==> src/design/cpuPkg.sv <==
package cpuPkg;

    localparam int dataWidth    = 32;
    localparam int regAddrWidth = 5;
    localparam int regCount     = 32;
    localparam int ramWords     = 64;                    // Data RAM depth in words
    localparam int ramAddrWidth = $clog2(ramWords);      // Word index bits, upper bits wrap

    typedef logic [dataWidth-1:0]    wordT;
    typedef logic [regAddrWidth-1:0] regAddrT;

    localparam regAddrT linkReg = 5'd31;                 // JAL return address register

    // Major opcodes
    localparam logic [5:0] opSpecial = 6'b000000;
    localparam logic [5:0] opJ       = 6'b000010;
    localparam logic [5:0] opJal     = 6'b000011;
    localparam logic [5:0] opBeq     = 6'b000100;
    localparam logic [5:0] opBne     = 6'b000101;
    localparam logic [5:0] opBlez    = 6'b000110;
    localparam logic [5:0] opBgtz    = 6'b000111;
    localparam logic [5:0] opAddi    = 6'b001000;
    localparam logic [5:0] opAddiu   = 6'b001001;
    localparam logic [5:0] opSlti    = 6'b001010;
    localparam logic [5:0] opSltiu   = 6'b001011;
    localparam logic [5:0] opAndi    = 6'b001100;
    localparam logic [5:0] opOri     = 6'b001101;
    localparam logic [5:0] opXori    = 6'b001110;
    localparam logic [5:0] opLui     = 6'b001111;
    localparam logic [5:0] opLb      = 6'b100000;
    localparam logic [5:0] opLh      = 6'b100001;
    localparam logic [5:0] opLw      = 6'b100011;
    localparam logic [5:0] opLbu     = 6'b100100;
    localparam logic [5:0] opLhu     = 6'b100101;
    localparam logic [5:0] opSb      = 6'b101000;
    localparam logic [5:0] opSh      = 6'b101001;
    localparam logic [5:0] opSw      = 6'b101011;

    // SPECIAL function field
    localparam logic [5:0] fnSll  = 6'b000000;
    localparam logic [5:0] fnSrl  = 6'b000010;
    localparam logic [5:0] fnSra  = 6'b000011;
    localparam logic [5:0] fnSllv = 6'b000100;
    localparam logic [5:0] fnSrlv = 6'b000110;
    localparam logic [5:0] fnSrav = 6'b000111;
    localparam logic [5:0] fnJr   = 6'b001000;
    localparam logic [5:0] fnAdd  = 6'b100000;
    localparam logic [5:0] fnAddu = 6'b100001;
    localparam logic [5:0] fnSub  = 6'b100010;
    localparam logic [5:0] fnSubu = 6'b100011;
    localparam logic [5:0] fnAnd  = 6'b100100;
    localparam logic [5:0] fnOr   = 6'b100101;
    localparam logic [5:0] fnXor  = 6'b100110;
    localparam logic [5:0] fnNor  = 6'b100111;
    localparam logic [5:0] fnSlt  = 6'b101010;
    localparam logic [5:0] fnSltu = 6'b101011;

    typedef enum logic [3:0] {
        aluSll, aluSrl, aluSra, aluLui,
        aluAdd, aluSub, aluAnd, aluOr,
        aluXor, aluNor, aluSlt, aluSltu
    } aluOpT;

    typedef enum logic [1:0] {memByte, memHalf, memWord} memWidthT;

    typedef enum logic [1:0] {wbAlu, wbMem, wbLink} wbSrcT;

    typedef enum logic [1:0] {nextSeq, nextBranch, nextJump, nextReg} nextPcT;

    typedef struct packed {
        logic [5:0] opcode;
        regAddrT    rs;
        regAddrT    rt;
        regAddrT    rd;
        logic [4:0] shamt;
        logic [5:0] funct;
    } rTypeT;

    typedef struct packed {
        logic [5:0]  opcode;
        regAddrT     rs;
        regAddrT     rt;
        logic [15:0] imm16;
    } iTypeT;

    typedef struct packed {
        logic [5:0]  opcode;
        logic [25:0] target26;
    } jTypeT;

    // Same 32 bits seen as R, I or J format
    typedef union packed {
        rTypeT rType;
        iTypeT iType;
        jTypeT jType;
    } instrT;

    typedef struct packed {
        logic     regWrite;
        regAddrT  wbReg;          // Resolved destination
        aluOpT    aluOp;
        logic     useImm;         // Operand B from imm16
        logic     useShamt;       // Shift amount from shamt field
        logic     useVarShift;    // Shift amount from rs[4:0]
        logic     memWrite;
        memWidthT memWidth;
        logic     memSigned;
        wbSrcT    wbSrc;
        nextPcT   nextPc;
    } ctrlT;

    typedef struct packed {
        logic    wbValid;
        regAddrT wbReg;
        wordT    wbData;
    } retireT;

endpackage

==> src/design/executeUnit.sv <==
module executeUnit import cpuPkg::*; (
    input  instrT instr,
    input  ctrlT  ctrl,
    input  wordT  rsData,
    input  wordT  rtData,
    output wordT  aluResult,
    output logic  zero,
    output logic  sign
);

    wordT       immExt;
    wordT       srcA;
    wordT       srcB;
    logic [4:0] shiftAmt;

    assign immExt = {{16{instr.iType.imm16[15]}}, instr.iType.imm16}; // Logic ops too
    assign srcB   = ctrl.useImm ? immExt : rtData;

    always_comb
    begin
        if (ctrl.useShamt)
            srcA = {27'b0, instr.rType.shamt};             // Fixed shift
        else if (ctrl.useVarShift)
            srcA = {27'b0, rsData[4:0]};                   // Only low five bits count
        else
            srcA = rsData;
    end

    assign shiftAmt = srcA[4:0];

    always_comb
    begin
        case (ctrl.aluOp)
            aluSll:  aluResult = srcB << shiftAmt;
            aluSrl:  aluResult = srcB >> shiftAmt;
            aluSra:  aluResult = $signed(srcB) >>> shiftAmt;
            aluLui:  aluResult = {srcB[15:0], 16'b0};
            aluSub:  aluResult = srcA - srcB;              // Also branch compare
            aluAnd:  aluResult = srcA & srcB;
            aluOr:   aluResult = srcA | srcB;
            aluXor:  aluResult = srcA ^ srcB;
            aluNor:  aluResult = ~(srcA | srcB);
            aluSlt:  aluResult = {31'b0, $signed(srcA) < $signed(srcB)};
            aluSltu: aluResult = {31'b0, srcA < srcB};
            default: aluResult = srcA + srcB;              // Add and address calc
        endcase
    end

    // Flags feed the branch resolution
    assign zero = (aluResult == '0);
    assign sign = aluResult[dataWidth-1];

endmodule

==> config.mk <==
export PLATFORM = sky130hd
export DESIGN_NAME = executeUnit
export DESIGN_NICKNAME = d
export VERILOG_FILES = /design/src/design/cpuPkg.sv /design/src/design/executeUnit.sv
export SDC_FILE = /design/constraint.sdc
export NUM_CORES = 1
export LEC_CHECK = 0
export BUFFER_PORTS_ARGS = -buffer_cell sky130_fd_sc_hd__clkbuf_2
export CAP_MARGIN = 20
export CORE_ASPECT_RATIO = 0.75
export CORE_MARGIN = 2
export CORE_UTILIZATION = 47
export DETAILED_ROUTE_END_ITERATION = 7
export GPL_TIMING_DRIVEN = 0
export PLACE_DENSITY = 0.72
export SLEW_MARGIN = 20
export SYNTH_ARGS = -nofsm -noshare
export SYNTH_HDL_FRONTEND = slang
export SYNTH_SLANG_ARGS = --single-unit
==> constraint.sdc <==
create_clock -name vclk -period 15.3
set_clock_uncertainty 0.2 [all_clocks]
set_input_delay 0 -clock vclk [all_inputs]
set_output_delay 0 -clock vclk [all_outputs]
set_load 0.02 [all_outputs]
==> impl_metrics.csv <==
group,metric,value,unit
synthesis,syn_area_per_cell,6.62,µm²
finish,final_common_cell,"nor2_1",
route,drcViolationCount,0,
global_routing,antenna_found_initial,1,
floorplanning,die-area,21900,µm²
synthesis,ys.warnings.count,0,
floorplanning,io_pins,151,
timing,timing.hold.ws,0.615,ns
floorplanning,die_w,170,µm
critical_path,critPathKind,"in -> out",
finish,syn2layout_area_growth,10.1,%
route,num_vias,14276,
place,io_buffers,118,
floorplanning,die_height,129,µm
route,drt_wl_total,60500,µm
floorplanning,core_region_area,20300,µm²
clocking,cts_resized,0,
place,gp_congestion,1.18,
critical_path,cp-start-kind,"primary input",
finish,nClkBuffers,0,
route,first_iter_violations,3210,
finish,drive_above_1_share,12.5,%
synthesis,synth_cell_types,87,
flow_run,maxCapViolCount,0,
route,drtAntennaViolNets,0,
power,peakVddDrop,0.0241,mV
timing,drv_slew,0,
hold_path,hold_path_class,"in -> out",
finish,fin_nets,1811,
route,viasPerCell,7.70,
global_routing,grt_usage,53.2,%
timing,worst_slew_pin_slew,1.36,ns
run_status,status,"complete, no violations",
route,drt_pass1_iterations,7,
critical_path,cp_max_fo,10,
timing,rsz0062_at_grt,"no",
timing,min_period,8.23,ns
global_routing,grt_pass1_wl,85600,µm
timing,relSlewSlack,9.45,%
critical_path,path_cells,"clkbuf_2, buf_4, mux2i_2, clkbuf_1, clkbuf_1, clkbuf_1, ha_1, inv_1, o311a_1, o211ai_1, o21bai_1, a211o_1, o221ai_1, a2111oi_0, buf_1, o211ai_1, nor4_1, nand4b_1, or4_1, nor4_1, clkbuf_2",
power,power.total,0.000551,W
synthesis,syn_inst,1471,
synthesis,yosysSeqAreaShare,0,%
timing,setup_viol,0,
critical_path,cp.arrival,8.03,ns
place,dp_hpwl,49400,µm
timing,finalCritPeriodShare,53.8,%
synthesis,synth.net_count,1686,
global_routing,grt_max_degree,13,
power,p_per_area,51.4,nW/µm²
floorplanning,num_rows,45,
timing,hold_viol_final,0,
timing,max_freq,121,MHz
finish,nFillCells,2121,
critical_path,critPathRequiredTime,15.10,ns
clocking,post-cts-setup-buffers,0,
synthesis,syn_area,9740,µm²
critical_path,crit_top_cell,"clkbuf_1",
finish,multi_input_area,8880,µm²
critical_path,cp_slowest_cell,"clkbuf_1",
timing,tns,0,ns
route,wl_per_cell,32.7,µm
global_routing,overflow,0,
finish,layout.area.seq,0,µm²
power,p_leak,4.77,nW
clocking,hold_buffers,0,
finish,layout_common_cells,"nor2_1 (159), nand2_1 (129), clkbuf_2 (119)",
floorplanning,start_util,48.1,%
finish,design.seq.count,0,
critical_path,cp_slowest_stage_delay,0.77,ns
critical_path,cp-end-kind,"primary output",
global_routing,grt_pass1_vias,12606,
-- report_power, final --
group             internal [W]  leakage [nW]  switching (W)         total, W
Clock          0.0000000000175    0.00000634              0  0.0000000000175
Sequential                   0             0              0                0
Combinational         0.000164          4.77       0.000387         0.000551
-- layout make-up --
class              count  share of cell area [%]
diodes                 1                  0.0233
plain buffers        115                    4.89
inverters            100                    3.52
multi-input cells   1256                    82.7
well taps            258                    3.01
repair buffers       123                    5.83
-- worst max-delay path, delay by kind of cell --
| kind | cells | cell delay [ns] |
|---|---|---|
| compound gates | 7 | 2.18 |
| fa+ha+maj | 1 | 0.43 |
| buf+inv | 8 | 3.09 |
| mux | 1 | 0.75 |
| simple gates | 4 | 1.54 |
-- stage by stage --
| stage | cells | worst slack, ns | area, µm² | util [%] |
|---|---|---|---|---|
| final | 1853 | 7.07 | 10700 | 52.9 |
| after detailed placement | 1851 | 7.64 | 10700 | 52.9 |
| after global placement | 1847 | 6.79 | 10700 | 52.6 |
| after global routing | 1852 | 7.02 | 10700 | 52.9 |
| after floorplan | 1471 | 9.55 | 9740 | - |
| after CTS | 1851 | 7.64 | 10700 | 52.9 |
-- cell usage after synthesis (all sizes together) (14+ instances only) --
cell type  count  area (µm²)
ha            96        1200
mux2i        113        1180
o21ai        101         505
a21o          14         105
xnor2         15         131
o211ai        24         180
o22ai         35         219
a211oi        28         215
a221oi        42         374
clkbuf        80         300
a22oi         19         143
nor2         160         603
inv           99         374
a211o         14         123
nor3          31         155
nand2        130         490
a21oi        105         526
a31oi         19         119
nand3         25         125
nor2b         20         125
nor4          17         106
a221o         14         140
buf           35         224
-- worst paths after layout --
path	start	end	slack, ns	depth (start not counted)
max	ctrl[9]	zero	7.07	21
min	rsData[27]	aluResult[27]	0.62	7
-- metal layers --
layer,wire length [µm],track usage (%),up-vias
li1,-,-,5855
met2,21600,70.3,1458
met1,22600,69.2,6598
met3,11300,25.4,363
met5,12,0,-
met4,4970,32.0,2
-- logic make-up (layout without fill, tap and decap cells) --
kind of cell | after synthesis | after routing | share of synthesized area (%)
compound gates | 547 | 547 | 38.9
simple gates | 465 | 465 | 22.6
buf+inv | 215 | 338 | 9.26
mux | 126 | 126 | 14.7
fa+ha+maj | 98 | 98 | 12.7
xor+xnor | 20 | 20 | 1.80
other cells | 0 | 1 | 0
Power figures use the tool's default switching activity.
