<file path="src/design/cpuPkg.sv">
package cpuPkg;

    localparam int dataWidth    = 32;
    localparam int regAddrWidth = 5;
    localparam int regCount     = 32;
    localparam int ramWords     = 64;                    // Data RAM depth in words
    localparam int ramAddrWidth = $clog2(ramWords);      // Word index bits, upper bits wrap

    typedef logic [dataWidth-1:0]    wordT;
    typedef logic [regAddrWidth-1:0] regAddrT;

    localparam regAddrT linkReg = 5'd31;                 // JAL return address register

    // Major opcodes
    localparam logic [5:0] opSpecial = 6'b000000;
    localparam logic [5:0] opJ       = 6'b000010;
    localparam logic [5:0] opJal     = 6'b000011;
    localparam logic [5:0] opBeq     = 6'b000100;
    localparam logic [5:0] opBne     = 6'b000101;
    localparam logic [5:0] opBlez    = 6'b000110;
    localparam logic [5:0] opBgtz    = 6'b000111;
    localparam logic [5:0] opAddi    = 6'b001000;
    localparam logic [5:0] opAddiu   = 6'b001001;
    localparam logic [5:0] opSlti    = 6'b001010;
    localparam logic [5:0] opSltiu   = 6'b001011;
    localparam logic [5:0] opAndi    = 6'b001100;
    localparam logic [5:0] opOri     = 6'b001101;
    localparam logic [5:0] opXori    = 6'b001110;
    localparam logic [5:0] opLui     = 6'b001111;
    localparam logic [5:0] opLb      = 6'b100000;
    localparam logic [5:0] opLh      = 6'b100001;
    localparam logic [5:0] opLw      = 6'b100011;
    localparam logic [5:0] opLbu     = 6'b100100;
    localparam logic [5:0] opLhu     = 6'b100101;
    localparam logic [5:0] opSb      = 6'b101000;
    localparam logic [5:0] opSh      = 6'b101001;
    localparam logic [5:0] opSw      = 6'b101011;

    // SPECIAL function field
    localparam logic [5:0] fnSll  = 6'b000000;
    localparam logic [5:0] fnSrl  = 6'b000010;
    localparam logic [5:0] fnSra  = 6'b000011;
    localparam logic [5:0] fnSllv = 6'b000100;
    localparam logic [5:0] fnSrlv = 6'b000110;
    localparam logic [5:0] fnSrav = 6'b000111;
    localparam logic [5:0] fnJr   = 6'b001000;
    localparam logic [5:0] fnAdd  = 6'b100000;
    localparam logic [5:0] fnAddu = 6'b100001;
    localparam logic [5:0] fnSub  = 6'b100010;
    localparam logic [5:0] fnSubu = 6'b100011;
    localparam logic [5:0] fnAnd  = 6'b100100;
    localparam logic [5:0] fnOr   = 6'b100101;
    localparam logic [5:0] fnXor  = 6'b100110;
    localparam logic [5:0] fnNor  = 6'b100111;
    localparam logic [5:0] fnSlt  = 6'b101010;
    localparam logic [5:0] fnSltu = 6'b101011;

    typedef enum logic [3:0] {
        aluSll, aluSrl, aluSra, aluLui,
        aluAdd, aluSub, aluAnd, aluOr,
        aluXor, aluNor, aluSlt, aluSltu
    } aluOpT;

    typedef enum logic [1:0] {memByte, memHalf, memWord} memWidthT;

    typedef enum logic [1:0] {wbAlu, wbMem, wbLink} wbSrcT;

    typedef enum logic [1:0] {nextSeq, nextBranch, nextJump, nextReg} nextPcT;

    typedef struct packed {
        logic [5:0] opcode;
        regAddrT    rs;
        regAddrT    rt;
        regAddrT    rd;
        logic [4:0] shamt;
        logic [5:0] funct;
    } rTypeT;

    typedef struct packed {
        logic [5:0]  opcode;
        regAddrT     rs;
        regAddrT     rt;
        logic [15:0] imm16;
    } iTypeT;

    typedef struct packed {
        logic [5:0]  opcode;
        logic [25:0] target26;
    } jTypeT;

    // Same 32 bits seen as R, I or J format
    typedef union packed {
        rTypeT rType;
        iTypeT iType;
        jTypeT jType;
    } instrT;

    typedef struct packed {
        logic     regWrite;
        regAddrT  wbReg;          // Resolved destination
        aluOpT    aluOp;
        logic     useImm;         // Operand B from imm16
        logic     useShamt;       // Shift amount from shamt field
        logic     useVarShift;    // Shift amount from rs[4:0]
        logic     memWrite;
        memWidthT memWidth;
        logic     memSigned;
        wbSrcT    wbSrc;
        nextPcT   nextPc;
    } ctrlT;

    typedef struct packed {
        logic    wbValid;
        regAddrT wbReg;
        wordT    wbData;
    } retireT;

endpackage

</file>
<file path="src/design/registerFile.sv">
module registerFile import cpuPkg::*; (
    input  logic    clk,
    input  logic    rst,
    input  regAddrT rsAddr,
    input  regAddrT rtAddr,
    input  regAddrT wrAddr,
    input  logic    wrEnable,
    input  wordT    wrData,
    output wordT    rsData,
    output wordT    rtData
);

    wordT regs [regCount];

    // Asynchronous read, $0 hardwired
    assign rsData = (rsAddr != '0) ? regs[rsAddr] : '0;
    assign rtData = (rtAddr != '0) ? regs[rtAddr] : '0;

    always_ff @(posedge clk or posedge rst)
    begin
        if (rst)
        begin
            for (int i = 0; i < regCount; i++)
                regs[i] <= '0;
        end
        else if (wrEnable && (wrAddr != '0))
        begin
            regs[wrAddr] <= wrData;
        end
    end

    // Write enable is masked upstream in the top level during reset
    assert property (@(posedge clk) rst |-> !wrEnable)
        else $error("Register write requested during reset");

endmodule

</file>
<file path="config.mk">
export PLATFORM = sky130hd
export DESIGN_NAME = registerFile
export DESIGN_NICKNAME = d
export VERILOG_FILES = /design/src/design/cpuPkg.sv /design/src/design/registerFile.sv
export SDC_FILE = /design/constraint.sdc
export NUM_CORES = 2
export LEC_CHECK = 0
export ABC_AREA = 1
export BUFFER_PORTS_ARGS = -buffer_cell sky130_fd_sc_hd__buf_2
export CAP_MARGIN = 5
export CORE_ASPECT_RATIO = 0.5
export CORE_UTILIZATION = 58
export CTS_BUF_LIST = sky130_fd_sc_hd__clkbuf_16
export DETAILED_ROUTE_END_ITERATION = 10
export GPL_TIMING_DRIVEN = 1
export HOLD_SLACK_MARGIN = 0.02
export PLACE_DENSITY = 0.77
export SYNTH_ARGS = -nofsm -noshare
export SYNTH_HDL_FRONTEND = slang
export SYNTH_SLANG_ARGS = --single-unit
</file>
<file path="constraint.sdc">
create_clock -name clk -period 28.3 [get_ports clk]
set_input_delay 1.415 -clock clk [delete_from_list [all_inputs] [get_ports clk]]
set_output_delay 1.415 -clock clk [all_outputs]
set_load 0.01 [all_outputs]
</file>
==> results by group <==
Outcome
  • Status: finished clean

Logic synthesis
  • Syn Nets: 8342
  • Synth Area per Inst: 6.795 um2
  • Synth area leader: dfrtp_1
  • Commonest cells post-synth: nand2_1, nand3_1, dfrtp_1
  • Synth Warn #: 0
  • Post-synth EDFFs: 0
  • Async SR Flop Fraction: 1.000
  • Synth top area share: 0.4548
  • Sequential share of the synthesized area: 0.4548
  • Synth area leaders: dfrtp_1, nand2_1, nand3_1, o21ai_0, clkbuf_1
  • Syn Inst Count: between 8000 and 9000
  • Yosys cell types: 16
  • Synthesized cell area: between 50000 and 60000 um2
  • Synthesized flop and latch total: just over 1000
  • Top FF cell, synth: dfrtp_1
  • Cell with the most instances after synthesis: nand2_1

Setup path
  • Setup crit end kind: output pin
  • Kind of critical path: in -> out
  • Crit Path Max Fanout: roughly 130
  • Req. time, crit path: 26.89 ns
  • Arr. time, crit path: between 6 and 7 ns
  • Crit start category: input pin

Power
  • Overall Power: between 4 and 5 mW
  • Max VDD drop: 0.04998 mV
  • PwrDens: 68.47 nW/um2
  • Internal power: 2.725 mW
  • Combinational share of power: 0.201
  • Net Sw Frac: 0.3309
  • Sequential power share: 0.482
  • Leak pwr: between 20 and 30 nW
  • Clock share of power: 0.316
  • Switching Power: 1.348 mW

Drt
  • Initial DRC count: 9304
  • Remaining DRCs: 0
  • Drt first pass iters: 9
  • WL/cell: 22.29 um
  • Drt via density: around 6.3
  • Post-route ant nets: 0
  • Vias: about 57000
  • WL final: between 200000 and 250000 um

Min path
  • Hold Path Class: reg -> reg

Place
  • Routability Congestion: ~0.89
  • I/O Buffers: ~110
  • Placed cell count: around 9000
  • Pre-CTS setup slack: around 21 ns
  • DPL Wire Length: between 100000 and 150000 um

Floorplanning
  • DIE AREA: between 90000 and 100000 um2
  • Die Span X: approximately 440 um
  • # IOs: 114
  • # rows: 80
  • Starting Density: 0.5882
  • Die Y: 222.4 um
  • Core box area: 95790 um2

STA
  • RSZ-0062 raised after global routing: no
  • Final WS setup: between 20 and 25 ns
  • Period minus WS final: approximately 7.6 ns
  • TNS Setup: 0 ns
  • Period Utilization, post-route: 0.2695
  • Skew final: 0 ns
  • Final-report max-slew violation count: 0
  • Worst-margin pin slew: 1.263 ns
  • Fmax: 131.1 MHz
  • Final setup viols: 0
  • Rel. slew slack: 0.1577
  • Hold Vio Cnt, Final: 0

Global route
  • First-pass GRT wire length: 311600 um
  • Antenna violations before repair: 14
  • Vias in the first global route: just over 50000
  • Grt ovf: 0
  • Total GRT Usage: 0.4094
  • Largest net degree at the start of global routing: 206

CTS
  • # resized after CTS: 0
  • Root buf cell: clkbuf_16
  • H-Tree Depth: 3
  • # clock sinks: about 1000
  • Clock Latency Late Sink: 0.73 ns
  • CTS clock-pin slew for the worst setup and hold paths: about 0.07 ns
  • Clock buffer depth: 3
  • CTS Hold Bufs: 0
  • Post-CTS Setup Bufs: 0
  • CTS tree: yes
  • TritonCTS buffer count: 95

Cells and area
  • Non-Filler Instances: between 9000 and 10000
  • Fin util: 0.6209
  • Largest register FFs: approximately 1000
  • Fraction of layout cells with a size suffix above 1: 0.04703
  • Largest regs: regs (1024)
  • Total Nets Final: about 7900
  • Area Growth Syn to Fin: 5.551%
  • Biggest register: regs

Flow run
  • Max-Cap Viols: 0
## metrics by stage
| stage | hold WS, ns | area [um2] |
|---|---|---|
| 2_1_floorplan | 0.4508 | 56350 |
| 3_3_place_gp | 0.3894 | 56490 |
| 3_5_place_dp | 0.3906 | 56490 |
| 4_1_cts | 0.4057 | 59460 |
| 5_1_grt | 0.4132 | 59470 |
| 6_report | 0.4070 | 59470 |
## placed cells by master (no fill, tap or decap), types with 16 or more instances in the layout
cell / instances
o21ai_1: 46
nand2_1: 3331
a21oi_1: 281
clkinv_2: 21
nor2_1: 421
o21ai_0: 919
nand3_1: 1378
inv_1: 93
clkinv_1: 16
nand2_4: 26
buf_4: 70
buf_2: 105
dfrtp_1: 1024
clkbuf_16: 100
## layout make-up
type | instances | area, um2
diodes | 5 | 12.51
clock buffers | 100 | 2502
clock inverters | 69 | 474.2
fillers | 8746 | 36320
inverters | 91 | 390.4
multi-input cells | 6419 | 27650
flip-flops and latches | 1024 | 25620
well taps | 1271 | 1590
repair buffers | 186 | 1234
## cells by family (layout without fill, tap and decap cells)
| family | Yosys count | in the layout | synth area share |
|---|---|---|---|
| other cells | 0 | 5 | 0 |
| flops | 1024 | 1024 | 0.4548 |
| simple gates | 5173 | 5173 | 0.3760 |
| buf+inv | 849 | 446 | 0.05858 |
| compound gates | 1246 | 1246 | 0.1107 |
## routing by layer
layer | global-route usage | share of wire | vias to the layer above
li1 | - | - | 25924
met1 | 0.5714 | 0.39 | 26509
met2 | 0.5851 | 0.40 | 4203
met3 | 0.1184 | 0.15 | 793
met4 | 0.1984 | 0.056 | 8
met5 | 0 | 0.00023 | -
## power groups by stage
stage | combinational, mW | sequential, mW | clock [mW]
finish | 0.819 | 1.96 | 1.29
floorplan | 0.618 | 1.93 | 0
global route | 0.932 | 2.00 | 1.34
CTS | 0.803 | 1.95 | 1.28
global placement | 0.773 | 1.97 | 0
detailed placement | 0.799 | 1.97 | 0
## worst paths after layout
kind / depth (start not counted) / slack, ns / start / end
worst min-delay path: 0 / 0.41 / regs[1017] / regs[1017]
worst min register to register: 0 / 0.41 / regs[1017] / regs[1017]
max in group asynchronous: 7 / 23.53 / rst / regs[271]
min in group asynchronous: 3 / 0.88 / rst / regs[701]
worst max-delay path: 12 / 20.67 / rtAddr[0] / rtData[14]
worst max register to register: 2 / 27.50 / regs[697] / regs[697]
## critical path, stage by stage
cell and delay [ns]:
buf_8 0.28, inv_8 0.49, buf_4 0.76, buf_12 0.48, buf_4 0.77, o21ai_0 0.21
o21ai_0 0.22, nor2_1 0.06, nor2_1 0.12, nor2_1 0.05, nor2_1 0.62, buf_2 0.27
Note: power is estimated with default switching activity, not from simulation.
