File: src/design/cpuPkg.sv
package cpuPkg;

    localparam int dataWidth    = 32;
    localparam int regAddrWidth = 5;
    localparam int regCount     = 32;
    localparam int ramWords     = 64;                    // Data RAM depth in words
    localparam int ramAddrWidth = $clog2(ramWords);      // Word index bits, upper bits wrap

    typedef logic [dataWidth-1:0]    wordT;
    typedef logic [regAddrWidth-1:0] regAddrT;

    localparam regAddrT linkReg = 5'd31;                 // JAL return address register

    // Major opcodes
    localparam logic [5:0] opSpecial = 6'b000000;
    localparam logic [5:0] opJ       = 6'b000010;
    localparam logic [5:0] opJal     = 6'b000011;
    localparam logic [5:0] opBeq     = 6'b000100;
    localparam logic [5:0] opBne     = 6'b000101;
    localparam logic [5:0] opBlez    = 6'b000110;
    localparam logic [5:0] opBgtz    = 6'b000111;
    localparam logic [5:0] opAddi    = 6'b001000;
    localparam logic [5:0] opAddiu   = 6'b001001;
    localparam logic [5:0] opSlti    = 6'b001010;
    localparam logic [5:0] opSltiu   = 6'b001011;
    localparam logic [5:0] opAndi    = 6'b001100;
    localparam logic [5:0] opOri     = 6'b001101;
    localparam logic [5:0] opXori    = 6'b001110;
    localparam logic [5:0] opLui     = 6'b001111;
    localparam logic [5:0] opLb      = 6'b100000;
    localparam logic [5:0] opLh      = 6'b100001;
    localparam logic [5:0] opLw      = 6'b100011;
    localparam logic [5:0] opLbu     = 6'b100100;
    localparam logic [5:0] opLhu     = 6'b100101;
    localparam logic [5:0] opSb      = 6'b101000;
    localparam logic [5:0] opSh      = 6'b101001;
    localparam logic [5:0] opSw      = 6'b101011;

    // SPECIAL function field
    localparam logic [5:0] fnSll  = 6'b000000;
    localparam logic [5:0] fnSrl  = 6'b000010;
    localparam logic [5:0] fnSra  = 6'b000011;
    localparam logic [5:0] fnSllv = 6'b000100;
    localparam logic [5:0] fnSrlv = 6'b000110;
    localparam logic [5:0] fnSrav = 6'b000111;
    localparam logic [5:0] fnJr   = 6'b001000;
    localparam logic [5:0] fnAdd  = 6'b100000;
    localparam logic [5:0] fnAddu = 6'b100001;
    localparam logic [5:0] fnSub  = 6'b100010;
    localparam logic [5:0] fnSubu = 6'b100011;
    localparam logic [5:0] fnAnd  = 6'b100100;
    localparam logic [5:0] fnOr   = 6'b100101;
    localparam logic [5:0] fnXor  = 6'b100110;
    localparam logic [5:0] fnNor  = 6'b100111;
    localparam logic [5:0] fnSlt  = 6'b101010;
    localparam logic [5:0] fnSltu = 6'b101011;

    typedef enum logic [3:0] {
        aluSll, aluSrl, aluSra, aluLui,
        aluAdd, aluSub, aluAnd, aluOr,
        aluXor, aluNor, aluSlt, aluSltu
    } aluOpT;

    typedef enum logic [1:0] {memByte, memHalf, memWord} memWidthT;

    typedef enum logic [1:0] {wbAlu, wbMem, wbLink} wbSrcT;

    typedef enum logic [1:0] {nextSeq, nextBranch, nextJump, nextReg} nextPcT;

    typedef struct packed {
        logic [5:0] opcode;
        regAddrT    rs;
        regAddrT    rt;
        regAddrT    rd;
        logic [4:0] shamt;
        logic [5:0] funct;
    } rTypeT;

    typedef struct packed {
        logic [5:0]  opcode;
        regAddrT     rs;
        regAddrT     rt;
        logic [15:0] imm16;
    } iTypeT;

    typedef struct packed {
        logic [5:0]  opcode;
        logic [25:0] target26;
    } jTypeT;

    // Same 32 bits seen as R, I or J format
    typedef union packed {
        rTypeT rType;
        iTypeT iType;
        jTypeT jType;
    } instrT;

    typedef struct packed {
        logic     regWrite;
        regAddrT  wbReg;          // Resolved destination
        aluOpT    aluOp;
        logic     useImm;         // Operand B from imm16
        logic     useShamt;       // Shift amount from shamt field
        logic     useVarShift;    // Shift amount from rs[4:0]
        logic     memWrite;
        memWidthT memWidth;
        logic     memSigned;
        wbSrcT    wbSrc;
        nextPcT   nextPc;
    } ctrlT;

    typedef struct packed {
        logic    wbValid;
        regAddrT wbReg;
        wordT    wbData;
    } retireT;

endpackage

File: src/design/controlDecoder.sv
module controlDecoder import cpuPkg::*; (
    input  instrT instr,
    input  logic  zero,
    input  logic  sign,
    output ctrlT  ctrl
);

    always_comb
    begin
        // Defaults give a harmless no-op that just steps pc
        ctrl.regWrite    = 1'b0;
        ctrl.wbReg       = instr.rType.rd;
        ctrl.aluOp       = aluAdd;
        ctrl.useImm      = 1'b0;
        ctrl.useShamt    = 1'b0;
        ctrl.useVarShift = 1'b0;
        ctrl.memWrite    = 1'b0;
        ctrl.memWidth    = memWord;
        ctrl.memSigned   = 1'b0;
        ctrl.wbSrc       = wbAlu;
        ctrl.nextPc      = nextSeq;

        case (instr.rType.opcode)
            opSpecial:
            begin
                ctrl.regWrite = 1'b1;                      // rd is destination
                case (instr.rType.funct)
                    fnSll:  begin ctrl.aluOp = aluSll; ctrl.useShamt = 1'b1; end
                    fnSrl:  begin ctrl.aluOp = aluSrl; ctrl.useShamt = 1'b1; end
                    fnSra:  begin ctrl.aluOp = aluSra; ctrl.useShamt = 1'b1; end
                    fnSllv: begin ctrl.aluOp = aluSll; ctrl.useVarShift = 1'b1; end
                    fnSrlv: begin ctrl.aluOp = aluSrl; ctrl.useVarShift = 1'b1; end
                    fnSrav: begin ctrl.aluOp = aluSra; ctrl.useVarShift = 1'b1; end
                    fnJr:
                    begin
                        ctrl.regWrite = 1'b0;
                        ctrl.nextPc   = nextReg;            // Target is rs
                    end
                    fnAdd, fnAddu: ctrl.aluOp = aluAdd;    // No overflow trap
                    fnSub, fnSubu: ctrl.aluOp = aluSub;
                    fnAnd:  ctrl.aluOp = aluAnd;
                    fnOr:   ctrl.aluOp = aluOr;
                    fnXor:  ctrl.aluOp = aluXor;
                    fnNor:  ctrl.aluOp = aluNor;
                    fnSlt:  ctrl.aluOp = aluSlt;
                    fnSltu: ctrl.aluOp = aluSltu;
                    default: ctrl.regWrite = 1'b0;         // Unknown funct
                endcase
            end
            opAddi, opAddiu, opSlti, opSltiu, opAndi, opOri, opXori, opLui:
            begin
                ctrl.regWrite = 1'b1;
                ctrl.wbReg    = instr.iType.rt;
                ctrl.useImm   = 1'b1;
                case (instr.iType.opcode)
                    opSlti:  ctrl.aluOp = aluSlt;
                    opSltiu: ctrl.aluOp = aluSltu;
                    opAndi:  ctrl.aluOp = aluAnd;
                    opOri:   ctrl.aluOp = aluOr;
                    opXori:  ctrl.aluOp = aluXor;
                    opLui:   ctrl.aluOp = aluLui;
                    default: ctrl.aluOp = aluAdd;          // ADDI and ADDIU
                endcase
            end
            opBeq, opBne, opBlez, opBgtz:
            begin
                ctrl.aluOp = aluSub;                       // rs minus rt sets flags
                case (instr.iType.opcode)
                    opBeq:   ctrl.nextPc = zero ? nextBranch : nextSeq;
                    opBne:   ctrl.nextPc = !zero ? nextBranch : nextSeq;
                    opBlez:  ctrl.nextPc = (zero || sign) ? nextBranch : nextSeq;
                    default: ctrl.nextPc = !(zero || sign) ? nextBranch : nextSeq;
                endcase
            end
            opJ:
                ctrl.nextPc = nextJump;
            opJal:
            begin
                ctrl.regWrite = 1'b1;
                ctrl.wbReg    = linkReg;
                ctrl.wbSrc    = wbLink;                    // Return address pc + 4
                ctrl.nextPc   = nextJump;
            end
            opLb, opLh, opLw, opLbu, opLhu:
            begin
                ctrl.regWrite  = 1'b1;
                ctrl.wbReg     = instr.iType.rt;
                ctrl.useImm    = 1'b1;                     // Base plus offset
                ctrl.wbSrc     = wbMem;
                ctrl.memSigned = (instr.iType.opcode == opLb) || (instr.iType.opcode == opLh);
                case (instr.iType.opcode)
                    opLb, opLbu: ctrl.memWidth = memByte;
                    opLh, opLhu: ctrl.memWidth = memHalf;
                    default:     ctrl.memWidth = memWord;
                endcase
            end
            opSb, opSh, opSw:
            begin
                ctrl.memWrite = 1'b1;
                ctrl.useImm   = 1'b1;
                case (instr.iType.opcode)
                    opSb:    ctrl.memWidth = memByte;
                    opSh:    ctrl.memWidth = memHalf;
                    default: ctrl.memWidth = memWord;
                endcase
            end
            default: ;                                     // Undefined opcode
        endcase

        if (ctrl.wbReg == '0)
            ctrl.regWrite = 1'b0;                          // $0 writes are dropped
    end

endmodule

File: config.mk
export PLATFORM = sky130hd
export DESIGN_NAME = controlDecoder
export DESIGN_NICKNAME = d
export VERILOG_FILES = /design/src/design/cpuPkg.sv /design/src/design/controlDecoder.sv
export SDC_FILE = /design/constraint.sdc
export NUM_CORES = 1
export LEC_CHECK = 0
export BUFFER_PORTS_ARGS = -buffer_cell sky130_fd_sc_hd__buf_4
export CAP_MARGIN = 30
export CORE_UTILIZATION = 38
export DETAILED_ROUTE_END_ITERATION = 6
export PLACE_DENSITY = 0.84
export RECOVER_POWER = 100
export SYNTH_ARGS = -nofsm -noshare
export SYNTH_HDL_FRONTEND = slang
export SYNTH_SLANG_ARGS = --single-unit
File: constraint.sdc
create_clock -name vclk -period 2.1
set_clock_uncertainty 0.05 [all_clocks]
set_input_delay 0.315 -clock vclk [all_inputs]
set_output_delay 0.315 -clock vclk [all_outputs]
set_load 0.01 [all_outputs]
==> reports/results.ini <==
[outcome]
outcome=finished clean

[finish]
final-seq-area_um2=0
n_antenna_cell=0
syn_to_final_growth_pct=51.1
stdcell_count=142
nClkBuffers=0
drive_gt1_frac=0.291
fin_nets=163
final_common_cell=buf_4
design_area_um2=847
final_cell_mix=buf_4, clkbuf_1, a21oi_1, nor2_1, inv_1
flops_and_latches=0

[detailed_routing]
wl_mm=1.96
dr.pass1.iters=4
vias=822
drt_iter0_drc=28
wire_per_inst_um=13.8
detail-route-antenna-nets=0
via_per_inst=5.79
drcViolationCount=0

[logic_synthesis]
yosysTopAreaCellShare=0.0714
synth_warnings=0
syn_area_per_cell_um2=6.23
synth_nets=124
synthDistinctLibCells=41
yosysSeqAreaShare=0
netlist_area_um2=561
netlist.top_cell.by_area=a21oi_1
synthCells=90
synth.area.top_cells=a21oi_1, nor2_1, nand2b_1

[placed_design]
dp_hpwl_mm=1.58
port_buffers=45
post-place-cells=142
placed_cell_area_um2=887
globalplace.congestion=0.715

[global_route]
grt_first_pass_wirelength_mm=2.64
grt_antenna_before_repair=0
grt_pass1_vias=626
grt_start_max_net_pins=17
grt_usage=0.224
grt_remaining_overflow=0

[die]
dieHeight_um=40.4
dieWidth_um=40.4
ios=55
start_util=0.420
die_area_um2=1630
core_um2=1330
rows=13

[critical_path]
slowest_stage=a31oi_4
crit_arrival_ns=1.62
start_kind=input port
end_kind=output pin
cp_data_required_time_ns=1.74
max_stage_delay_ns=0.28
crit_chain=buf_4 -> nand3b_1 -> a31oi_4 -> or2_1 -> a22oi_1 -> a41oi_1 -> buf_4
worstSetupPathType=in -> out
path_common_cell=buf_4
crit_path_max_fanout=13

[timing]
whs_ns=0.882
min_period_over_period=0.943
rsz0062_at_grt=no
timing.setup.tns_ns=0
slew_viol_final=0
max_slew_margin=0.543
hold_violations=0
fmax_ghz=0.505
worst_pin_slew_ns=0.668
setup_viol=0
min_period_ns=1.98

[worst_hold_path]
hold_end=ctrl[0]
hp-class=in -> out
worst_hold_startpoint=instr[30]
min_path_cells=3

[power]
leakage_nw=0.347
ir_drop_v=0.000101
power_density_nw_per_um2=198

[run]
maxCapViolations=0

layer usage:
| metal | vias to the layer above | part of all wire | global-route usage |
|---|---|---|---|
| met3 | 0 | 0.062 | 0 |
| met1 | 371 | 0.45 | 0.333 |
| met5 | - | 0 | 0 |
| met4 | 0 | 0 | 0 |
| met2 | 29 | 0.49 | 0.377 |
| li1 | 422 | - | - |
final cells by class:
cell class	instances	area, um2
fillers	141	487
inverters	5	18.8
multi-input cells	76	509
well taps	15	18.8
repair buffers	46	300
cell families after synthesis:
kind of cell	synth area share
buffers and inverters	0.100
and+or+nand+nor	0.304
AOI/OAI and AO/OA	0.531
muxes	0.0179
xor gates and xnor gates	0.0469
repair_timing:
action                                  in CTS  in global routing
buffers inserted                             0                  0
gates resized for setup                      0                  1
hold buffers                                 0                  0
endpoints found under the setup margin       0                  2
cells in the mapped netlist, types with 2 or more instances:
cell,number
xnor2_1,2
o22a_1,2
nand2b_1,4
nor2_1,8
o21ai_0,4
a211o_1,2
nor4_1,3
nor2b_1,3
o21a_1,3
o22ai_1,3
inv_1,5
nor3_1,2
clkbuf_1,6
buf_2,2
a32oi_1,2
nand2_1,4
a21oi_1,8
nand3_1,4
report_power, final:
part	internal, mW	switching (mW)
clock network	0	0
registers	0	0
logic	0.0776	0.0905
through the flow:
stage	power (mW)	utilization	worst slack (ns)
5_1_grt	0.183	0.635	0.00184
6_report	0.168	0.635	0.120
4_1_cts	0.177	0.665	0.0726
3_3_place_gp	0.172	0.665	0.0707
2_1_floorplan	0.0956	-	0.279
3_5_place_dp	0.177	0.665	0.0679
worst max-delay path, delay by kind of cell:
kind            cells  cell delay, ns
buf+inv             2            0.31
simple gates        2            0.40
compound gates      3            0.59
worst max path at each step:
stage               depth (start not counted)  slack [ns]  startpoint        to
global placement                            7        0.07   instr[29]  ctrl[20]
CTS                                         7        0.07   instr[29]  ctrl[20]
finish                                      7        0.12   instr[28]  ctrl[20]
global route                                7       0.002   instr[27]  ctrl[20]
floorplan                                   6        0.28   instr[29]  ctrl[20]
detailed placement                          7        0.07   instr[29]  ctrl[20]
Power figures use the tool's default switching activity.
