**config.mk**
```make
export PLATFORM = sky130hd
export DESIGN_NAME = memoryWriteback
export DESIGN_NICKNAME = d
export VERILOG_FILES = /design/src/design/cpuPkg.sv /design/src/design/memoryWriteback.sv
export SDC_FILE = /design/constraint.sdc
export NUM_CORES = 2
export LEC_CHECK = 0
export BUFFER_PORTS_ARGS = -buffer_cell sky130_fd_sc_hd__buf_4
export CORE_UTILIZATION = 35
export DETAILED_ROUTE_END_ITERATION = 6
export PLACE_DENSITY_LB_ADDON = 0.25
export SETUP_SLACK_MARGIN = 0.3
export SYNTH_ARGS = -nofsm -noshare
export SYNTH_HDL_FRONTEND = slang
export SYNTH_SLANG_ARGS = --single-unit
```
**constraint.sdc**
```tcl
create_clock -name clk -period 6.81 [get_ports clk]
set_input_delay 0.3405 -clock clk [delete_from_list [all_inputs] [get_ports clk]]
set_output_delay 0.3405 -clock clk [all_outputs]
set_load 0.01 [all_outputs]
```
**src/design/cpuPkg.sv**
```systemverilog
package cpuPkg;

    localparam int dataWidth    = 32;
    localparam int regAddrWidth = 5;
    localparam int regCount     = 32;
    localparam int ramWords     = 64;                    // Data RAM depth in words
    localparam int ramAddrWidth = $clog2(ramWords);      // Word index bits, upper bits wrap

    typedef logic [dataWidth-1:0]    wordT;
    typedef logic [regAddrWidth-1:0] regAddrT;

    localparam regAddrT linkReg = 5'd31;                 // JAL return address register

    // Major opcodes
    localparam logic [5:0] opSpecial = 6'b000000;
    localparam logic [5:0] opJ       = 6'b000010;
    localparam logic [5:0] opJal     = 6'b000011;
    localparam logic [5:0] opBeq     = 6'b000100;
    localparam logic [5:0] opBne     = 6'b000101;
    localparam logic [5:0] opBlez    = 6'b000110;
    localparam logic [5:0] opBgtz    = 6'b000111;
    localparam logic [5:0] opAddi    = 6'b001000;
    localparam logic [5:0] opAddiu   = 6'b001001;
    localparam logic [5:0] opSlti    = 6'b001010;
    localparam logic [5:0] opSltiu   = 6'b001011;
    localparam logic [5:0] opAndi    = 6'b001100;
    localparam logic [5:0] opOri     = 6'b001101;
    localparam logic [5:0] opXori    = 6'b001110;
    localparam logic [5:0] opLui     = 6'b001111;
    localparam logic [5:0] opLb      = 6'b100000;
    localparam logic [5:0] opLh      = 6'b100001;
    localparam logic [5:0] opLw      = 6'b100011;
    localparam logic [5:0] opLbu     = 6'b100100;
    localparam logic [5:0] opLhu     = 6'b100101;
    localparam logic [5:0] opSb      = 6'b101000;
    localparam logic [5:0] opSh      = 6'b101001;
    localparam logic [5:0] opSw      = 6'b101011;

    // SPECIAL function field
    localparam logic [5:0] fnSll  = 6'b000000;
    localparam logic [5:0] fnSrl  = 6'b000010;
    localparam logic [5:0] fnSra  = 6'b000011;
    localparam logic [5:0] fnSllv = 6'b000100;
    localparam logic [5:0] fnSrlv = 6'b000110;
    localparam logic [5:0] fnSrav = 6'b000111;
    localparam logic [5:0] fnJr   = 6'b001000;
    localparam logic [5:0] fnAdd  = 6'b100000;
    localparam logic [5:0] fnAddu = 6'b100001;
    localparam logic [5:0] fnSub  = 6'b100010;
    localparam logic [5:0] fnSubu = 6'b100011;
    localparam logic [5:0] fnAnd  = 6'b100100;
    localparam logic [5:0] fnOr   = 6'b100101;
    localparam logic [5:0] fnXor  = 6'b100110;
    localparam logic [5:0] fnNor  = 6'b100111;
    localparam logic [5:0] fnSlt  = 6'b101010;
    localparam logic [5:0] fnSltu = 6'b101011;

    typedef enum logic [3:0] {
        aluSll, aluSrl, aluSra, aluLui,
        aluAdd, aluSub, aluAnd, aluOr,
        aluXor, aluNor, aluSlt, aluSltu
    } aluOpT;

    typedef enum logic [1:0] {memByte, memHalf, memWord} memWidthT;

    typedef enum logic [1:0] {wbAlu, wbMem, wbLink} wbSrcT;

    typedef enum logic [1:0] {nextSeq, nextBranch, nextJump, nextReg} nextPcT;

    typedef struct packed {
        logic [5:0] opcode;
        regAddrT    rs;
        regAddrT    rt;
        regAddrT    rd;
        logic [4:0] shamt;
        logic [5:0] funct;
    } rTypeT;

    typedef struct packed {
        logic [5:0]  opcode;
        regAddrT     rs;
        regAddrT     rt;
        logic [15:0] imm16;
    } iTypeT;

    typedef struct packed {
        logic [5:0]  opcode;
        logic [25:0] target26;
    } jTypeT;

    // Same 32 bits seen as R, I or J format
    typedef union packed {
        rTypeT rType;
        iTypeT iType;
        jTypeT jType;
    } instrT;

    typedef struct packed {
        logic     regWrite;
        regAddrT  wbReg;          // Resolved destination
        aluOpT    aluOp;
        logic     useImm;         // Operand B from imm16
        logic     useShamt;       // Shift amount from shamt field
        logic     useVarShift;    // Shift amount from rs[4:0]
        logic     memWrite;
        memWidthT memWidth;
        logic     memSigned;
        wbSrcT    wbSrc;
        nextPcT   nextPc;
    } ctrlT;

    typedef struct packed {
        logic    wbValid;
        regAddrT wbReg;
        wordT    wbData;
    } retireT;

endpackage

```
**src/design/memoryWriteback.sv**
```systemverilog
module memoryWriteback import cpuPkg::*; (
    input  logic clk,
    input  ctrlT ctrl,
    input  wordT aluResult,
    input  wordT rtData,
    input  wordT pcPlus4,
    output wordT wbData
);

    wordT                    ram [ramWords];
    logic [ramAddrWidth-1:0] wordIdx;
    logic [3:0]              byteEn;
    wordT                    storeData;
    wordT                    readWord;
    logic [7:0]              laneByte;
    logic [15:0]             laneHalf;
    wordT                    loadData;

    assign wordIdx = aluResult[2 +: ramAddrWidth];         // Upper address bits wrap

    // Replicate store data so every lane sees the right bits
    always_comb
    begin
        case (ctrl.memWidth)
            memByte:
            begin
                byteEn                 = 4'b0000;
                byteEn[aluResult[1:0]] = 1'b1;
                storeData              = {4{rtData[7:0]}};
            end
            memHalf:
            begin
                byteEn    = aluResult[1] ? 4'b1100 : 4'b0011;
                storeData = {2{rtData[15:0]}};
            end
            default:
            begin
                byteEn    = 4'b1111;
                storeData = rtData;
            end
        endcase
    end

    always_ff @(posedge clk)
    begin
        if (ctrl.memWrite)
        begin
            for (int i = 0; i < 4; i++)
            begin
                if (byteEn[i])
                    ram[wordIdx][i*8 +: 8] <= storeData[i*8 +: 8];
            end
        end
    end

    // Combinational read, lane picked by low address bits
    assign readWord = ram[wordIdx];
    assign laneByte = readWord[{aluResult[1:0], 3'b000} +: 8];
    assign laneHalf = aluResult[1] ? readWord[31:16] : readWord[15:0];

    always_comb
    begin
        case (ctrl.memWidth)
            memByte: loadData = {{24{ctrl.memSigned & laneByte[7]}}, laneByte};
            memHalf: loadData = {{16{ctrl.memSigned & laneHalf[15]}}, laneHalf};
            default: loadData = readWord;
        endcase
    end

    always_comb
    begin
        case (ctrl.wbSrc)
            wbMem:   wbData = loadData;
            wbLink:  wbData = pcPlus4;                     // JAL return address
            default: wbData = aluResult;
        endcase
    end

    // Half needs even address, word needs both low bits clear
    assert property (@(posedge clk)
        ((ctrl.memWrite || ctrl.wbSrc == wbMem) && ctrl.memWidth != memByte)
            |-> (!aluResult[0] && (ctrl.memWidth == memHalf || !aluResult[1])))
        else $error("Misaligned memory access at %h", aluResult);

endmodule

```
==> impl_metrics.sql <==
INSERT INTO impl_metrics (metric_group, metric, value, unit) VALUES
('layout', 'layout.filler_cells', '20400', ''),
('pwr', 'power.switching', '6.18', 'mW'),
('timing', 'setup_viol', '0', ''),
('pwr', 'share_seq_of_total_power', '52.2', '%'),
('hold_path', 'timing.hold.worst.class', 'in2reg', ''),
('pwr', 'intPower', '20.7', 'mW'),
('setup_path', 'required', '6.47', 'ns'),
('die', 'num_rows', '174', ''),
('detailed_routing', 'postRouteWirelength', '286', 'mm'),
('die', 'die_w', '479', 'µm'),
('timing', 'post-route-period-util', '80.3', '%'),
('setup_path', 'timing.critical_path.to_type', 'primary output', ''),
('timing', 'slew_headroom', '3.15', '%'),
('clock_tree', 'clk_path_buf_depth', '3', ''),
('placement', 'place_hpwl', '177', 'mm'),
('detailed_routing', 'route.vias.total', '48000', ''),
('placement', 'routability_congestion_estimate_from_global_placement', '0.910', ''),
('clock_tree', 'clock-sinks', '2048', ''),
('logic_synthesis', 'ys_seq_area_share', '77.1', '%'),
('detailed_routing', 'drt_drc_violations_left', '0', ''),
('grt', 'grt_max_degree', '70', ''),
('timing', 'timing_hold_violations_final', '0', ''),
('logic_synthesis', 'yosys_register_bits', '2048', ''),
('clock_tree', 'cts-resized-gates', '0', ''),
('hold_path', 'timing.hold.worst_path_depth', '4', ''),
('logic_synthesis', 'yosysUniqueCellTypes', '81', ''),
('setup_path', 'timing.critical_path.fanout_max', '55', ''),
('logic_synthesis', 'synth_top_cells_by_area', 'edfxtp_1 (77%), a22oi_1 (3.4%), mux4_2 (3.3%)', ''),
('detailed_routing', 'detailedRoute.firstIterationViolations', '7214', ''),
('setup_path', 'arrival', '5.13', 'ns'),
('pwr', 'finalPower', '26.9', 'mW'),
('hold_path', 'hold-path-endpoint', 'ram[49][30]', ''),
('logic_synthesis', 'yosys.area.top_type_share', '77.1', '%'),
('detailed_routing', 'drt_pass1_iterations', '6', ''),
('clock_tree', 'cts.reportedPaths.clkPinSlew', '0.06', 'ns'),
('logic_synthesis', 'syn_nets', '4653', ''),
('grt', 'grt_pass1_vias', '45400', ''),
('timing', 'finalMaxSlewViolations', '0', ''),
('clock_tree', 'cts_setup_buffers', '0', ''),
('logic_synthesis', 'synth_top_cell_by_area', 'edfxtp_1', ''),
('pwr', 'power_frac_clock', '41.0', '%'),
('detailed_routing', 'routed_length_per_instance', '36.3', 'µm'),
('pwr', 'power.ir.vdd_worst', '0.289', 'mV'),
('setup_path', 'crit_path_start_kind', 'input pin', ''),
('pwr', 'power.static_leakage', '28.2', 'nW'),
('logic_synthesis', 'syn-mean-instance-area', '17.6', 'µm²'),
('logic_synthesis', 'yosys_most_used_dff', 'edfxtp_1', ''),
('logic_synthesis', 'yosysWarnings', '0', ''),
('run_status', 'result_of_the_run', 'finished clean', ''),
('pwr', 'power-per-cell-area', '295', 'nW/µm²'),
('layout', 'top_register', 'ram', ''),
('die', 'die_h', '479', 'µm'),
('logic_synthesis', 'async_flop_share', '0', '%'),
('die', 'area_enclosed_by_the_die_boundary', '230000', 'µm²'),
('grt', 'wire_length_of_the_first_global_routing_pass', '387', 'mm'),
('grt', 'grt_use_total', '24.4', '%'),
('layout', 'final_common_cell', 'edfxtp_1', ''),
('pwr', 'comb_pwr_share', '6.8', '%'),
('layout', 'largest_register_ff_count', '2048', ''),
('clock_tree', 'htree_levels', '4', ''),
('layout', 'synthToLayoutAreaGrowth', '14.5', '%'),
('layout', 'final-seq-area', '61500', 'µm²'),
('clock_tree', 'cts_made_buffers', '206', ''),
('run', 'max_cap_violations', '0', ''),
('pwr', 'netSwitchingFraction', '23.0', '%'),
('logic_synthesis', 'synth-edff-count', '2048', ''),
('grt', 'antenna_found_initial', '23', ''),
('layout', 'layout.cells.most_common_list', 'edfxtp_1 (2,048), a22oi_1 (363), nor2_1 (319), buf_4 (283), clkbuf_16 (209)', ''),
('setup_path', 'ws_path_type', 'in2out', ''),
('die', 'coreArea', '226000', 'µm²'),
('timing', 'setup-tns-final', '0', 'ns');
area by class of cell:
type	instances	area share, %
diodes	25	0.0686
clock buffers	249	5.90
clock inverters	109	1.13
inverters	23	0.100
multi-input cells	2134	18.4
flip-flops and latches	2048	67.4
well taps	2992	4.10
repair buffers	314	2.90
synthesized netlist by cell type, drive strengths merged (7+ instances only):
library cell and count:
a2111oi 10, a211o 7, a211oi 9, a21oi 77, a221o 34, a221oi 147, a222oi 22, a22o 91
a22oi 363, a31oi 64, a41oi 12, and2 11, and3 11, and3b 10, and4 10, buf 173
clkbuf 155, edfxtp 2048, inv 23, mux2 105, mux2i 120, mux4 116, nand2 166, nand2b 10
nand3 31, nand4 45, nand4b 18, nor2 323, nor2b 10, nor3 19, nor4 8, nor4bb 7
o2111ai 15, o211ai 15, o21ai 102, o22ai 35, o2bb2ai 11, o31ai 8, or4 7
power groups by stage:
stage	Clock [mW]	Sequential [mW]	Combinational (mW)
3_5_place_dp	0	14.3	1.80
6_report	11.0	14.0	1.83
5_1_grt	11.5	14.0	1.87
3_3_place_gp	0	14.3	1.78
2_1_floorplan	0	14.3	0.860
4_1_cts	11.1	14.0	1.81
critical path, cell delays in order:
cell      delay, ns
buf_8          0.41
buf_4          0.37
mux4_2         0.53
mux2i_1        0.19
o22ai_1        0.12
a21oi_1        0.42
nand4_1        0.56
mux4_2         0.70
a311oi_4       0.89
o21ai_0        0.23
buf_4          0.19
logic make-up after synthesis:
| group | after synthesis | share of synthesized area (%) |
|---|---|---|
| buffers and inverters | 351 | 2.09 |
| muxes | 341 | 6.27 |
| DFF | 2048 | 77.1 |
| AOI/OAI and AO/OA | 1067 | 10.1 |
| and+or+nand+nor | 724 | 4.36 |
| adders and majority gates | 2 | 0.0314 |
how the worst max path moves through the flow:
stage	start	to	slack, ns	cells past startpoint
detailed placement	aluResult[3]	wbData[29]	1.39	11
global placement	aluResult[3]	wbData[28]	1.40	11
floorplan	ctrl[5]	ram[0][26]	2.42	4
finish	aluResult[3]	wbData[29]	1.34	11
CTS	ram[36][7]	wbData[29]	1.39	9
global route	aluResult[3]	wbData[28]	1.18	11
per-layer routing:
metal  track usage (%)  up-vias  wire length [µm]
met1              32.6    25300            110000
met3              5.62      584             30000
met4              13.6       12             16900
met2              36.8     2872            129000
met5                 0        -                77
li1                  -    19100                 -
per-stage QoR:
stage	instance area, µm²	hold slack [ns]	instances	utilization [%]	setup slack (ns)
2_1_floorplan	79700	0.439	4533	-	2.42
3_3_place_gp	84700	0.573	7503	37.6	1.40
3_5_place_dp	84700	0.573	7503	37.6	1.39
4_1_cts	91200	0.346	7869	40.4	1.39
5_1_grt	91200	0.397	7875	40.4	1.18
6_report	91300	0.349	7894	40.5	1.34
timing repair:
| item | in CTS | in global routing |
|---|---|---|
| hold buffers | 8 | 0 |
| setup endpoints to repair | 0 | 0 |
| endpoints found under the hold margin | 183 | 0 |
(Power assumes the default switching activity.)
